$ cat src/hw/router_proto_pkg.sv
package router_proto_pkg;

    ////////////////////////////////////////
    // header buffer
    ////////////////////////////////////////

    // index into the inspector header buffer
    typedef logic [3:0] dreg_idx_t;

    // padded ethernet + ip + udp + vrt header line
    localparam int NUM_DREGS = 12;

    // first line that belongs to the dsp, the vrt header
    localparam dreg_idx_t DSP_OFFSET = 4'd11;

    ////////////////////////////////////////
    // header fields checked by the inspector
    ////////////////////////////////////////

    // ethertype in the low half-word
    localparam int          ETHTYPE_LINE = 3;
    localparam logic [15:0] ETHTYPE_IPV4 = 16'h0800;

    // ip protocol in bits 23 to 16
    localparam int          PROTO_LINE = 6;
    localparam logic [7:0]  PROTO_UDP  = 8'h11;

    // destination ip, whole word
    localparam int          DST_IP_LINE = 8;

    // udp destination port in the low half-word
    localparam int          UDP_PORT_LINE = 9;
    localparam logic [15:0] UDP_DATA_PORT = 16'd49153;

    ////////////////////////////////////////
    // setting register
    ////////////////////////////////////////

    localparam logic [7:0] CTRL_ADDR = 8'd0;

    // control bits 5:4 pick which ip half the upper data half-word goes to
    localparam logic [1:0] IP_SEL_LO = 2'd1;
    localparam logic [1:0] IP_SEL_HI = 2'd2;

    // where the inspector sends a packet
    typedef enum logic [1:0] {
        DEST_FP_THIS,
        DEST_FP_OTHER,
        DEST_SP_BOTH
    } dest_t;

endpackage

$ cat src/hw/router_stream_pkg.sv
package router_stream_pkg;

    ////////////////////////////////////////
    // stream line layout
    ////////////////////////////////////////

    // full line: 4 flag bits above a 32-bit payload word
    localparam int LINE_W = 36;

    // payload part of a line
    localparam int DATA_W = 32;

    // frame flag positions inside the flag nibble
    localparam int SOF_BIT = 32;
    localparam int EOF_BIT = 33;

    // bits 35 and 34 are spare and travel untouched,
    // except on the first DSP line where the inspector rewrites the flags

    ////////////////////////////////////////
    // line type
    ////////////////////////////////////////

    // one stream line as carried on every data port of the router
    typedef logic [LINE_W-1:0] line_t;

endpackage

$ cat src/hw/com_inspector.sv
module com_inspector
    import router_stream_pkg::*;
    import router_proto_pkg::*;
(
    input  logic              stream_clk,
    input  logic              rst_n_i,
    input  logic [DATA_W-1:0] my_ip_i,

    // packets from the communication input
    input  line_t             inp_data_i,
    input  logic              inp_valid_i,
    output logic              inp_ready_o,

    // fast path to this router's dsp
    output line_t             fp_this_data_o,
    output logic              fp_this_valid_o,
    input  logic              fp_this_ready_i,

    // fast path on towards another router
    output line_t             fp_other_data_o,
    output logic              fp_other_valid_o,
    input  logic              fp_other_ready_i,

    // slow path, serdes and cpu both get a copy
    output line_t             sp_both_data_o,
    output logic              sp_both_valid_o,
    input  logic              sp_both_ready_i
);

    typedef enum logic [1:0] {
        ST_WAIT_SOF,
        ST_READ,
        ST_WRITE_REGS,
        ST_WRITE_LIVE
    } state_t;

    state_t    state_q;
    dest_t     dest_q;
    dreg_idx_t idx_q;
    line_t     dregs [NUM_DREGS];

    logic                 inp_xfer;
    logic                 buf_wr;
    logic                 last_hdr;
    logic                 hdr_is_data;
    logic                 ip_match;
    line_t                replay_line;
    logic [LINE_W-DATA_W-1:0] replay_flags;
    line_t                out_data;
    logic                 out_valid;
    logic                 out_ready;
    logic                 out_xfer;

    ////////////////////////////////////////
    // classification
    ////////////////////////////////////////

    // evaluated while the vrt header line (line 11) sits on the input
    assign hdr_is_data = (dregs[ETHTYPE_LINE][15:0] == ETHTYPE_IPV4)
                      && (dregs[PROTO_LINE][23:16] == PROTO_UDP)
                      && (dregs[UDP_PORT_LINE][15:0] == UDP_DATA_PORT)
                      && (inp_data_i[DATA_W-1:0] != '0);
    assign ip_match    = (dregs[DST_IP_LINE][DATA_W-1:0] == my_ip_i);
    assign last_hdr    = (idx_q == dreg_idx_t'(NUM_DREGS - 1));

    ////////////////////////////////////////
    // output steering
    ////////////////////////////////////////

    assign replay_line = dregs[idx_q];

    // the dsp sees a fresh frame starting at the vrt header; eof is kept
    // so a packet that ends on that line still closes on the dsp side
    always_comb begin
        replay_flags = replay_line[LINE_W-1:DATA_W];
        if (dest_q == DEST_FP_THIS && idx_q == DSP_OFFSET) begin
            replay_flags = '0;
            replay_flags[SOF_BIT-DATA_W] = 1'b1;
            replay_flags[EOF_BIT-DATA_W] = replay_line[EOF_BIT];
        end
    end

    assign out_data  = (state_q == ST_WRITE_REGS) ?
                       {replay_flags, replay_line[DATA_W-1:0]} : inp_data_i;
    assign out_valid = (state_q == ST_WRITE_REGS) ||
                       (state_q == ST_WRITE_LIVE && inp_valid_i);

    always_comb begin
        case (dest_q)
            DEST_FP_THIS:  out_ready = fp_this_ready_i;
            DEST_FP_OTHER: out_ready = fp_other_ready_i;
            DEST_SP_BOTH:  out_ready = sp_both_ready_i;
            default:       out_ready = 1'b0;
        endcase
    end

    assign out_xfer = out_valid && out_ready;

    // data is shared, only the chosen destination sees valid
    assign fp_this_data_o   = out_data;
    assign fp_other_data_o  = out_data;
    assign sp_both_data_o   = out_data;
    assign fp_this_valid_o  = out_valid && (dest_q == DEST_FP_THIS);
    assign fp_other_valid_o = out_valid && (dest_q == DEST_FP_OTHER);
    assign sp_both_valid_o  = out_valid && (dest_q == DEST_SP_BOTH);

    assign inp_ready_o = (state_q == ST_WAIT_SOF || state_q == ST_READ) ? 1'b1 :
                         (state_q == ST_WRITE_LIVE) ? out_ready : 1'b0;
    assign inp_xfer    = inp_valid_i && inp_ready_o;

    ////////////////////////////////////////
    // header buffer
    ////////////////////////////////////////

    assign buf_wr = inp_xfer && ((state_q == ST_WAIT_SOF && inp_data_i[SOF_BIT]) ||
                                 state_q == ST_READ);

    always_ff @(posedge stream_clk) begin
        if (buf_wr) begin
            dregs[idx_q] <= inp_data_i;
        end
    end

    ////////////////////////////////////////
    // inspector FSM
    ////////////////////////////////////////

    always_ff @(posedge stream_clk or negedge rst_n_i) begin
        if (!rst_n_i) begin
            state_q <= ST_WAIT_SOF;
            dest_q  <= DEST_SP_BOTH;
            idx_q   <= '0;
        end else begin
            case (state_q)
                ST_WAIT_SOF: begin
                    // lines outside a frame are dropped here
                    if (inp_xfer && inp_data_i[SOF_BIT]) begin
                        if (inp_data_i[EOF_BIT]) begin
                            dest_q  <= DEST_SP_BOTH;
                            state_q <= ST_WRITE_REGS;
                        end else begin
                            state_q <= ST_READ;
                            idx_q   <= dreg_idx_t'(1);
                        end
                    end
                end
                ST_READ: begin
                    if (inp_xfer) begin
                        if (last_hdr && hdr_is_data && ip_match) begin
                            dest_q  <= DEST_FP_THIS;
                            state_q <= ST_WRITE_REGS;
                            idx_q   <= DSP_OFFSET;
                        end else if (last_hdr && hdr_is_data) begin
                            dest_q  <= DEST_FP_OTHER;
                            state_q <= ST_WRITE_REGS;
                            idx_q   <= '0;
                        end else if (last_hdr || inp_data_i[EOF_BIT]) begin
                            dest_q  <= DEST_SP_BOTH;
                            state_q <= ST_WRITE_REGS;
                            idx_q   <= '0;
                        end else begin
                            idx_q <= idx_q + dreg_idx_t'(1);
                        end
                    end
                end
                ST_WRITE_REGS: begin
                    if (out_xfer) begin
                        if (replay_line[EOF_BIT]) begin
                            state_q <= ST_WAIT_SOF;
                            idx_q   <= '0;
                        end else if (last_hdr) begin
                            state_q <= ST_WRITE_LIVE;
                            idx_q   <= '0;
                        end else begin
                            idx_q <= idx_q + dreg_idx_t'(1);
                        end
                    end
                end
                ST_WRITE_LIVE: begin
                    if (out_xfer && inp_data_i[EOF_BIT]) begin
                        state_q <= ST_WAIT_SOF;
                    end
                end
            endcase
        end
    end

endmodule

$ cat src/hw/packet_router_top.sv
module packet_router_top
    import router_stream_pkg::*;
    import router_proto_pkg::*;
(
    input  logic                         stream_clk,
    input  logic                         rst_n_i,

    // setting register strobe
    input  logic                         set_stb_i,
    input  logic [$bits(CTRL_ADDR)-1:0]  set_addr_i,
    input  logic [DATA_W-1:0]            set_data_i,

    // communication input
    input  line_t                        com_inp_data_i,
    input  logic                         com_inp_valid_i,
    output logic                         com_inp_ready_o,

    // router outputs
    output line_t                        dsp_out_data_o,
    output logic                         dsp_out_valid_o,
    input  logic                         dsp_out_ready_i,
    output line_t                        ser_out_data_o,
    output logic                         ser_out_valid_o,
    input  logic                         ser_out_ready_i,
    output line_t                        cpu_out_data_o,
    output logic                         cpu_out_valid_o,
    input  logic                         cpu_out_ready_i
);

    logic [DATA_W-1:0] my_ip;

    // inspector to serdes mux and splitter
    line_t fp_other_data;
    logic  fp_other_valid;
    logic  fp_other_ready;
    line_t sp_both_data;
    logic  sp_both_valid;
    logic  sp_both_ready;

    // serdes copy of the slow path
    line_t sp_ser_data;
    logic  sp_ser_valid;
    logic  sp_ser_ready;

    router_settings u_settings (
        .stream_clk(stream_clk), .rst_n_i(rst_n_i),
        .set_stb_i(set_stb_i), .set_addr_i(set_addr_i), .set_data_i(set_data_i),
        .my_ip_o(my_ip)
    );

    ////////////////////////////////////////
    // inspector and output paths
    ////////////////////////////////////////

    com_inspector u_inspector (
        .stream_clk(stream_clk), .rst_n_i(rst_n_i), .my_ip_i(my_ip),
        .inp_data_i(com_inp_data_i), .inp_valid_i(com_inp_valid_i),
        .inp_ready_o(com_inp_ready_o),
        .fp_this_data_o(dsp_out_data_o), .fp_this_valid_o(dsp_out_valid_o),
        .fp_this_ready_i(dsp_out_ready_i),
        .fp_other_data_o(fp_other_data), .fp_other_valid_o(fp_other_valid),
        .fp_other_ready_i(fp_other_ready),
        .sp_both_data_o(sp_both_data), .sp_both_valid_o(sp_both_valid),
        .sp_both_ready_i(sp_both_ready)
    );

    stream_splitter u_splitter (
        .stream_clk(stream_clk), .rst_n_i(rst_n_i),
        .inp_data_i(sp_both_data), .inp_valid_i(sp_both_valid), .inp_ready_o(sp_both_ready),
        .out0_data_o(sp_ser_data), .out0_valid_o(sp_ser_valid), .out0_ready_i(sp_ser_ready),
        .out1_data_o(cpu_out_data_o), .out1_valid_o(cpu_out_valid_o),
        .out1_ready_i(cpu_out_ready_i)
    );

    // fast path other on input 0, slow path copy on input 1
    stream_mux u_ser_mux (
        .stream_clk(stream_clk), .rst_n_i(rst_n_i),
        .in0_data_i(fp_other_data), .in0_valid_i(fp_other_valid), .in0_ready_o(fp_other_ready),
        .in1_data_i(sp_ser_data), .in1_valid_i(sp_ser_valid), .in1_ready_o(sp_ser_ready),
        .out_data_o(ser_out_data_o), .out_valid_o(ser_out_valid_o),
        .out_ready_i(ser_out_ready_i)
    );

endmodule

$ cat src/hw/router_settings.sv
module router_settings
    import router_stream_pkg::*;
    import router_proto_pkg::*;
(
    input  logic                         stream_clk,
    input  logic                         rst_n_i,

    // one-cycle setting strobe
    input  logic                         set_stb_i,
    input  logic [$bits(CTRL_ADDR)-1:0]  set_addr_i,
    input  logic [DATA_W-1:0]            set_data_i,

    // ip address of this router
    output logic [DATA_W-1:0]            my_ip_o
);

    logic [DATA_W-1:0] my_ip_q;
    logic              ctrl_wr;
    logic [1:0]        ip_sel;

    assign ctrl_wr = set_stb_i && (set_addr_i == CTRL_ADDR);
    assign ip_sel  = set_data_i[5:4];

    // the new half-word always comes from the upper half of the control word
    always_ff @(posedge stream_clk or negedge rst_n_i) begin
        if (!rst_n_i) begin
            my_ip_q <= '0;
        end else if (ctrl_wr) begin
            case (ip_sel)
                IP_SEL_LO: begin
                    my_ip_q[DATA_W/2-1:0] <= set_data_i[DATA_W-1:DATA_W/2];
                end
                IP_SEL_HI: begin
                    my_ip_q[DATA_W-1:DATA_W/2] <= set_data_i[DATA_W-1:DATA_W/2];
                end
                default: begin
                    // other control writes leave the ip alone
                end
            endcase
        end
    end

    assign my_ip_o = my_ip_q;

endmodule

$ cat src/hw/stream_mux.sv
module stream_mux
    import router_stream_pkg::*;
(
    input  logic  stream_clk,
    input  logic  rst_n_i,

    input  line_t in0_data_i,
    input  logic  in0_valid_i,
    output logic  in0_ready_o,

    input  line_t in1_data_i,
    input  logic  in1_valid_i,
    output logic  in1_ready_o,

    output line_t out_data_o,
    output logic  out_valid_o,
    input  logic  out_ready_i
);

    logic locked_q;
    logic sel_q;
    logic prio_q;
    logic grant;
    logic cur_sel;
    logic out_xfer;

    ////////////////////////////////////////
    // input selection
    ////////////////////////////////////////

    // prio_q names the input that wins when both are waiting
    always_comb begin
        if (in0_valid_i && in1_valid_i) begin
            grant = prio_q;
        end else begin
            grant = in1_valid_i;
        end
    end

    assign cur_sel = locked_q ? sel_q : grant;

    assign out_data_o  = cur_sel ? in1_data_i : in0_data_i;
    assign out_valid_o = cur_sel ? in1_valid_i : in0_valid_i;
    assign in0_ready_o = out_ready_i && !cur_sel;
    assign in1_ready_o = out_ready_i && cur_sel;
    assign out_xfer    = out_valid_o && out_ready_i;

    ////////////////////////////////////////
    // packet lock
    ////////////////////////////////////////

    // lock as soon as a line is offered so the output stays stable
    // while it waits for ready
    always_ff @(posedge stream_clk or negedge rst_n_i) begin
        if (!rst_n_i) begin
            locked_q <= 1'b0;
            sel_q    <= 1'b0;
            prio_q   <= 1'b0;
        end else if (out_xfer && out_data_o[EOF_BIT]) begin
            locked_q <= 1'b0;
            prio_q   <= !cur_sel;
        end else if (out_valid_o) begin
            locked_q <= 1'b1;
            sel_q    <= cur_sel;
        end
    end

endmodule

$ cat src/hw/stream_splitter.sv
module stream_splitter
    import router_stream_pkg::*;
(
    input  logic  stream_clk,
    input  logic  rst_n_i,

    input  line_t inp_data_i,
    input  logic  inp_valid_i,
    output logic  inp_ready_o,

    output line_t out0_data_o,
    output logic  out0_valid_o,
    input  logic  out0_ready_i,

    output line_t out1_data_o,
    output logic  out1_valid_o,
    input  logic  out1_ready_i
);

    // both copies load on the same edge, so one data word serves them;
    // each output keeps its own full flag and drains on its own
    line_t      hold_q;
    logic [1:0] full_q;
    logic       accept;

    assign inp_ready_o = (full_q == 2'b00);
    assign accept      = inp_valid_i && inp_ready_o;

    always_ff @(posedge stream_clk) begin
        if (accept) begin
            hold_q <= inp_data_i;
        end
    end

    always_ff @(posedge stream_clk or negedge rst_n_i) begin
        if (!rst_n_i) begin
            full_q <= 2'b00;
        end else if (accept) begin
            full_q <= 2'b11;
        end else begin
            if (out0_valid_o && out0_ready_i) begin
                full_q[0] <= 1'b0;
            end
            if (out1_valid_o && out1_ready_i) begin
                full_q[1] <= 1'b0;
            end
        end
    end

    assign out0_data_o  = hold_q;
    assign out0_valid_o = full_q[0];
    assign out1_data_o  = hold_q;
    assign out1_valid_o = full_q[1];

endmodule

$ cat config.mk
export PLATFORM = sky130hd
export DESIGN_NAME = packet_router_top
export DESIGN_NICKNAME = d
export VERILOG_FILES = /design/src/hw/router_proto_pkg.sv /design/src/hw/router_stream_pkg.sv /design/src/hw/com_inspector.sv /design/src/hw/packet_router_top.sv /design/src/hw/router_settings.sv /design/src/hw/stream_mux.sv /design/src/hw/stream_splitter.sv
export SDC_FILE = /design/constraint.sdc
export NUM_CORES = 1
export LEC_CHECK = 0
export ABC_CLOCK_PERIOD_IN_PS = 5450
export BUFFER_PORTS_ARGS = -buffer_cell sky130_fd_sc_hd__buf_2
export CAP_MARGIN = 25
export CORE_ASPECT_RATIO = 1.75
export CORE_MARGIN = 2
export CORE_UTILIZATION = 59
export CTS_CLUSTER_DIAMETER = 100
export CTS_CLUSTER_SIZE = 20
export DETAILED_ROUTE_END_ITERATION = 10
export PLACE_DENSITY = 0.78
export SETUP_SLACK_MARGIN = 0.15
export SLEW_MARGIN = 20
export SYNTH_ARGS = -nofsm -noshare
export SYNTH_HDL_FRONTEND = slang
export SYNTH_SLANG_ARGS = --single-unit
$ cat constraint.sdc
create_clock -name stream_clk -period 5.45 [get_ports stream_clk]
set_clock_uncertainty 0.2 [all_clocks]
set_input_delay 0.2725 -clock stream_clk [delete_from_list [all_inputs] [get_ports stream_clk]]
set_output_delay 0.2725 -clock stream_clk [all_outputs]
set_load 0.005 [all_outputs]
# ---- Word level (Yosys, flattened, before mapping)
# Memories as Yosys holds them, arrays and structs flattened.
# Index checks and enable logic that the tools add are counted.
dict set report totals {
  mem_count 1
  reg_bits 81
  out_inout_bits 112
  ram_bits 432
}
dict set report op_classes {
  n_reduce_logical 46
  n_eq_ne 20
  bitwise 1
  n_addsub 1
  mux 43
}
# memory words word_bits rd rd_clocked_by_memory_dff wr line
set mem_list {}
lappend mem_list {u_inspector.dregs 12 36 5 0 1 com_inspector.sv:40} ;# line_t dregs [NUM_DREGS];
# operator count
set op_table {}
lappend op_table {{$mux 36} 2}
lappend op_table {{$mux 4} 10}
lappend op_table {{$eq 32x32->1} 1}
lappend op_table {{$mux 2} 16}
lappend op_table {{$reduce_bool 32->1} 1}
lappend op_table {{$logic_and 1x1->1} 25}
lappend op_table {{$eq 16x12->1 const B} 1}
lappend op_table {{$eq 16x16->1 const B} 1}
lappend op_table {{$pmux 4 s3} 1}
lappend op_table {{$mux 1} 11}
lappend op_table {{$reduce_and 5->1} 2}
lappend op_table {{$eq 2x2->1 const B} 4}
lappend op_table {{$eq 8x5->1 const B} 1}
lappend op_table {{$logic_not 8->1} 1}
lappend op_table {{$ne 2x2->1 const B} 4}
lappend op_table {{$pmux 2 s4} 1}
lappend op_table {{$reduce_bool 2->1} 4}
lappend op_table {{$eq 2x1->1 const B} 3}
lappend op_table {{$logic_not 2->1} 3}
lappend op_table {{$reduce_and 2->1} 3}
lappend op_table {{$reduce_and 6->1} 1}
lappend op_table {{$add 4x1->4 const B} 1}
lappend op_table {{$eq 4x4->1 const B} 1}
lappend op_table {{$logic_or 1x1->1} 4}
lappend op_table {{8 further kinds} 9}

# ---- Longest topological paths before layout
dict set report logic_depth {
  depth_word 16
  mapped_depth 8
  depth_no_buf 8
}

# ---- Modules after synthesis
# Synthesis repeated with hierarchy kept, for this count alone.
dict set report unflattened {
  hier_cells 1199
  hier_area_um2 21991.1
}
# mod seq_area_each_um2 instances cells_each area_each_um2
set modules_own_cells {}
lappend modules_own_cells {com_inspector 13173.9 1 979 18569.1}
lappend modules_own_cells {stream_splitter 1131.1 1 81 1435.1}
lappend modules_own_cells {router_settings 800.8 1 74 1320.0}
lappend modules_own_cells {stream_mux 75.1 1 65 666.9}

# ---- Worst setup path before layout
# OpenSTA, ideal clock, no wires.
dict set report synth_timing {
  path_kind {register to register}
  startpoint {register u_inspector.state_q[0]}
  endpoint {register u_splitter.hold_q[0], in the netlist u_splitter.out0_data_o[0], enable pin}
  synth_period_minus_slack_ns 4.676
  t_arrival_ns 3.997
  path_slack_ns 0.774
  t_required_ns 4.771
  stages_incl_launch_ff 7
  path_cell_list {dfrtp_1 -> inv_1 -> ha_1 -> buf_2 -> buf_1 -> a21oi_1 -> nor3_1}
}
dict set report synth_via {
  elab_chain_len 5
}
# element line
set synth_lines {}
lappend synth_lines {{start, declared} com_inspector.sv:37} ;# state_t state_q;
lappend synth_lines {{start signal, assigned} com_inspector.sv:130} ;# state_q <= ST_WAIT_SOF;
lappend synth_lines {{start signal, assigned} com_inspector.sv:140} ;# state_q <= ST_WRITE_REGS;
lappend synth_lines {{start signal, assigned} com_inspector.sv:142} ;# state_q <= ST_READ;
lappend synth_lines {{$eq 2x2->1} com_inspector.sv:86} ;# (state_q == ST_WRITE_LIVE && inp_valid_i);
lappend synth_lines {{$logic_and 1x1->1} com_inspector.sv:86}
lappend synth_lines {{$logic_or 1x1->1 *} com_inspector.sv:85} ;# assign out_valid = (state_q == ST_WRITE_REGS) ||
lappend synth_lines {{$logic_and 1x1->1 *} com_inspector.sv:105} ;# assign sp_both_valid_o = out_valid && (dest_q == DEST_SP_BOTH);
lappend synth_lines {{$logic_and 1x1->1 *} stream_splitter.sv:27} ;# assign accept = inp_valid_i && inp_ready_o;
lappend synth_lines {{via u_splitter.accept} stream_splitter.sv:24} ;# logic accept;
lappend synth_lines {{end signal, assigned} stream_splitter.sv:31} ;# hold_q <= inp_data_i;
lappend synth_lines {{end, declared} stream_splitter.sv:22} ;# line_t hold_q;
# Mark *: on every way through the listed nets, which the timed path passes. The rest lies on a longest branch.
# A chain may end at the register's enable or synchronous reset.

# ---- Worst setup path in the final report
dict set report layout_timing {
  startpoint {register u_inspector.idx_q[1]}
  endpoint {output port ser_out_data_o[14]}
}
dict set report layout_via {
  elab_chain_len 3
}
# element line
set layout_lines {}
lappend layout_lines {{start, declared} com_inspector.sv:39} ;# dreg_idx_t idx_q;
lappend layout_lines {{start signal, assigned} com_inspector.sv:143} ;# idx_q <= dreg_idx_t'(1);
lappend layout_lines {{start signal, assigned} com_inspector.sv:162} ;# idx_q <= idx_q + dreg_idx_t'(1);
lappend layout_lines {{start signal, assigned} com_inspector.sv:175} ;# idx_q <= idx_q + dreg_idx_t'(1);
lappend layout_lines {{$mem_v2 12x36} -}
lappend layout_lines {{$mux 36} com_inspector.sv:83} ;# assign out_data = (state_q == ST_WRITE_REGS) ?
lappend layout_lines {{$mux 36} stream_mux.sv:42} ;# assign out_data_o = cur_sel ? in1_data_i : in0_data_i;
lappend layout_lines {{end, declared} packet_router_top.sv:22} ;# output line_t ser_out_data_o,
# Every way passes these cells.

==> results.sh <==
export IMPL_route_vias_total=11200
export IMPL_ant_nets=0
export IMPL_wirelength_um=47600
export IMPL_fin_crit_sh_pct=76.6
export IMPL_nFillCells=2264
export IMPL_grt_max_degree=61
export IMPL_required_ns=4.98
export IMPL_vias_per_cell=6.23
export IMPL_hold_class="in2async"
export IMPL_antenna_cells=0
export IMPL_peakVddDrop_v=0.000351
export IMPL_htree_levels=1
export IMPL_yosys_warnings=0
export IMPL_fin_tns_setup_ns=0
export IMPL_arrival_ns=3.70
export IMPL_layout_commonest_cell="edfxtp_1"
export IMPL_ys_ff_latch=513
export IMPL_drt_initial_drc_count=951
export IMPL_cts_root_buf="clkbuf_16"
export IMPL_synth_largest_area_cell="edfxtp_1"
export IMPL_worst_slew_pin_slew_ns=1.02
export IMPL_max_stage_delay_ns=0.96
export IMPL_cp_cell_sequence="buf_4 -> mux4_2 -> nand2_1 -> o21ai_1 -> mux2_2 -> mux2_2 -> buf_2"
export IMPL_endpoint_kind="output port"
export IMPL_cp_common_cell="mux2_2"
export IMPL_cts_buffers=29
export IMPL_cts_tree="done"
export IMPL_wire_per_inst_um=26.5
export IMPL_fin_ws_ns=1.27
export IMPL_p_per_area_nw_per_um2=415
export IMPL_slew_headroom_pct=32.1
export IMPL_antenna_found_initial=0
export IMPL_slew_violations=0
export IMPL_yosys_top_cells_area="edfxtp_1, mux4_2, dfrtp_1, mux2_2, mux4_1"
export IMPL_row_count=91
export IMPL_gr_usage_all_layers_pct=25.2
export IMPL_status="complete, no violations"
export IMPL_die_h_um=255
export IMPL_drc_errors=0
export IMPL_cts_buffer_depth=3
export IMPL_initial_utilization_pct=59.9
export IMPL_clk_pin_slew_ns=0.09
export IMPL_path_max_fanout=52
export IMPL_dpl_hpwl_um=29200
export IMPL_ys_seq_area_share_pct=71.5
export IMPL_path_class="reg2out"
export IMPL_hold_viol_final=0
export IMPL_num_nets_final=1402
export IMPL_worstSkewPairLatency_ns=0.58
export IMPL_synth_cells=1069
export IMPL_grt_pass1_vias=11700
export IMPL_setup_viol=0
export IMPL_io_pins=195
export IMPL_die_area_um2=37600
export IMPL_ctsResizeCount=0
export IMPL_synth_edff_count=468
export IMPL_fmax_mhz=240
export IMPL_synth_nets=1161
export IMPL_synthDistinctLibCells=58
export IMPL_grt_pass1_wl_um=69800
export IMPL_syn_to_final_growth_pct=13.5
export IMPL_drt_pass1_iterations=4
export IMPL_drive_gt1_share_pct=33.2
export IMPL_post_cts_buffers=0
export IMPL_maxCapViolCount=0
export IMPL_min_period_ns=4.18
export IMPL_synthArstFlopShare_pct=8.77
export IMPL_synth_avg_cell_area_um2=19.9
export IMPL_globalplace_congestion=0.832
export IMPL_netlist_area_um2=21200
export IMPL_ys_flop_type="edfxtp_1"
export IMPL_netlist_area_leader_share_pct=66.2
export IMPL_slowest_stage="dfrtp_4"
export IMPL_coreArea_um2=35400
export IMPL_pre_cts_ws_ns=1.69
export IMPL_cts_sink_count=513
export IMPL_ctsHoldBuffers=56
export IMPL_die_width_um=147
export IMPL_rsz0062_at_grt="false"
export IMPL_p_leak_nw=8.16
export IMPL_most_common_layout_cells="edfxtp_1, buf_2, mux2_2"
export IMPL_cp_start_kind="register"
export IMPL_port_buffers=180
export IMPL_overflow=0
==> final timing paths <==
| check | from | to | slack (ns) | depth (start not counted) |
|---|---|---|---|---|
| min in group stream_clk | dsp_out_ready_i | u_inspector.idx_q[0]$_DFFE_PN0P_ | 0.26 | 5 |
| hold / removal | rst_n_i | u_ser_mux.locked_q$_DFFE_PN0P_ | 0.11 | 3 |
| hold reg to reg | u_splitter.full_q[1]$_DFFE_PN0P_ | u_splitter.full_q[1]$_DFFE_PN0P_ | 0.31 | 1 |
| setup / recovery | u_inspector.idx_q[1]$_DFFE_PN0P_ | ser_out_data_o[14] | 1.27 | 7 |
| max in group asynchronous | rst_n_i | u_inspector.idx_q[0]$_DFFE_PN0P_ | 4.47 | 3 |
| setup reg to reg | u_inspector.idx_q[1]$_DFFE_PN0P_ | u_inspector.dregs[6][19]$_DFFE_PP_ | 1.93 | 4 |
==> flip-flops by register name, summed over array words and instances, names as in the netlist <==
signal                  count
u_inspector.idx_q           4
u_splitter.full_q           2
u_inspector.dest_q          2
u_ser_mux.sel_q             1
u_inspector.dregs         432
u_inspector.state_q         2
u_ser_mux.prio_q            1
u_ser_mux.locked_q          1
u_splitter.out0_data_o     36
u_settings.my_ip_o         32
==> worst max-delay path: cells and delay by family, from the launching register on <==
| family | cells | cell delay, ns |
|---|---|---|
| AO/OA/AOI/OAI | 1 | 0.07 |
| buffers and inverters | 2 | 0.76 |
| flip-flops | 1 | 0.96 |
| multiplexers | 3 | 1.23 |
| AND/OR/NAND/NOR | 1 | 0.08 |
==> cell families after synthesis <==
logic type / after synthesis / synth area share, %
flops: 513 / 71.5
mux: 250 / 19.4
simple gates: 129 / 3.26
compound gates: 74 / 2.22
buf+inv: 61 / 1.68
xor+xnor: 33 / 1.36
fa+ha+maj: 9 / 0.531
==> power by group <==
part	internal, mW	total [mW]	switching, mW
sequential	4.59	4.79	0.198
clock	1.01	2.21	1.20
combinational	1.54	3.00	1.46
==> area by class of cell <==
type / instances / area, µm² / area share (%)
tap: 465 / 582 / 2.41
timing repair buffer: 259 / 1730 / 7.19
clock buffer: 52 / 812 / 3.37
inverter: 12 / 45.0 / 0.187
sequential: 513 / 15200 / 63.0
clock inverter: 2 / 17.5 / 0.0727
multi-input combinational: 495 / 5720 / 23.7
==> per-layer routing <==
metal / routed length (µm) / up-vias / global-route usage, %
li1: - / 4834 / -
met1: 18000 / 5796 / 31.9
met2: 24900 / 466 / 44.1
met3: 2730 / 108 / 3.46
met4: 1970 / 0 / 10.9
met5: 0 / - / 0
==> Yosys cell counts (all sizes together), types with 3 or more instances <==
cell and number:
and2 12, buf 40, nor2 13, clkbuf 9
dfrtp 44, a21o 3, a31oi 7, inv 12
mux2 102, mux2i 40, o21ai 41, nor4b 3
nor3 5, a21oi 4, nor4 18, mux4 108
nand3 3, xnor2 33, edfxtp 468, nand2 48
nand4 12, ha 9
==> metrics by stage <==
step | hold WS, ns | power, mW | area (µm²) | cells | util (%)
2_1_floorplan | -0.223 | 6.89 | 21200 | 1069 | -
3_3_place_gp | 0.193 | 7.73 | 22600 | 1683 | 63.8
3_5_place_dp | 0.199 | 7.82 | 22600 | 1683 | 63.8
4_1_cts | 0.113 | 10.0 | 24000 | 1793 | 67.7
5_1_grt | 0.147 | 10.4 | 24100 | 1798 | 68.0
6_report | 0.109 | 10.0 | 24100 | 1798 | 68.0
Note: power is estimated with default switching activity, not from simulation.
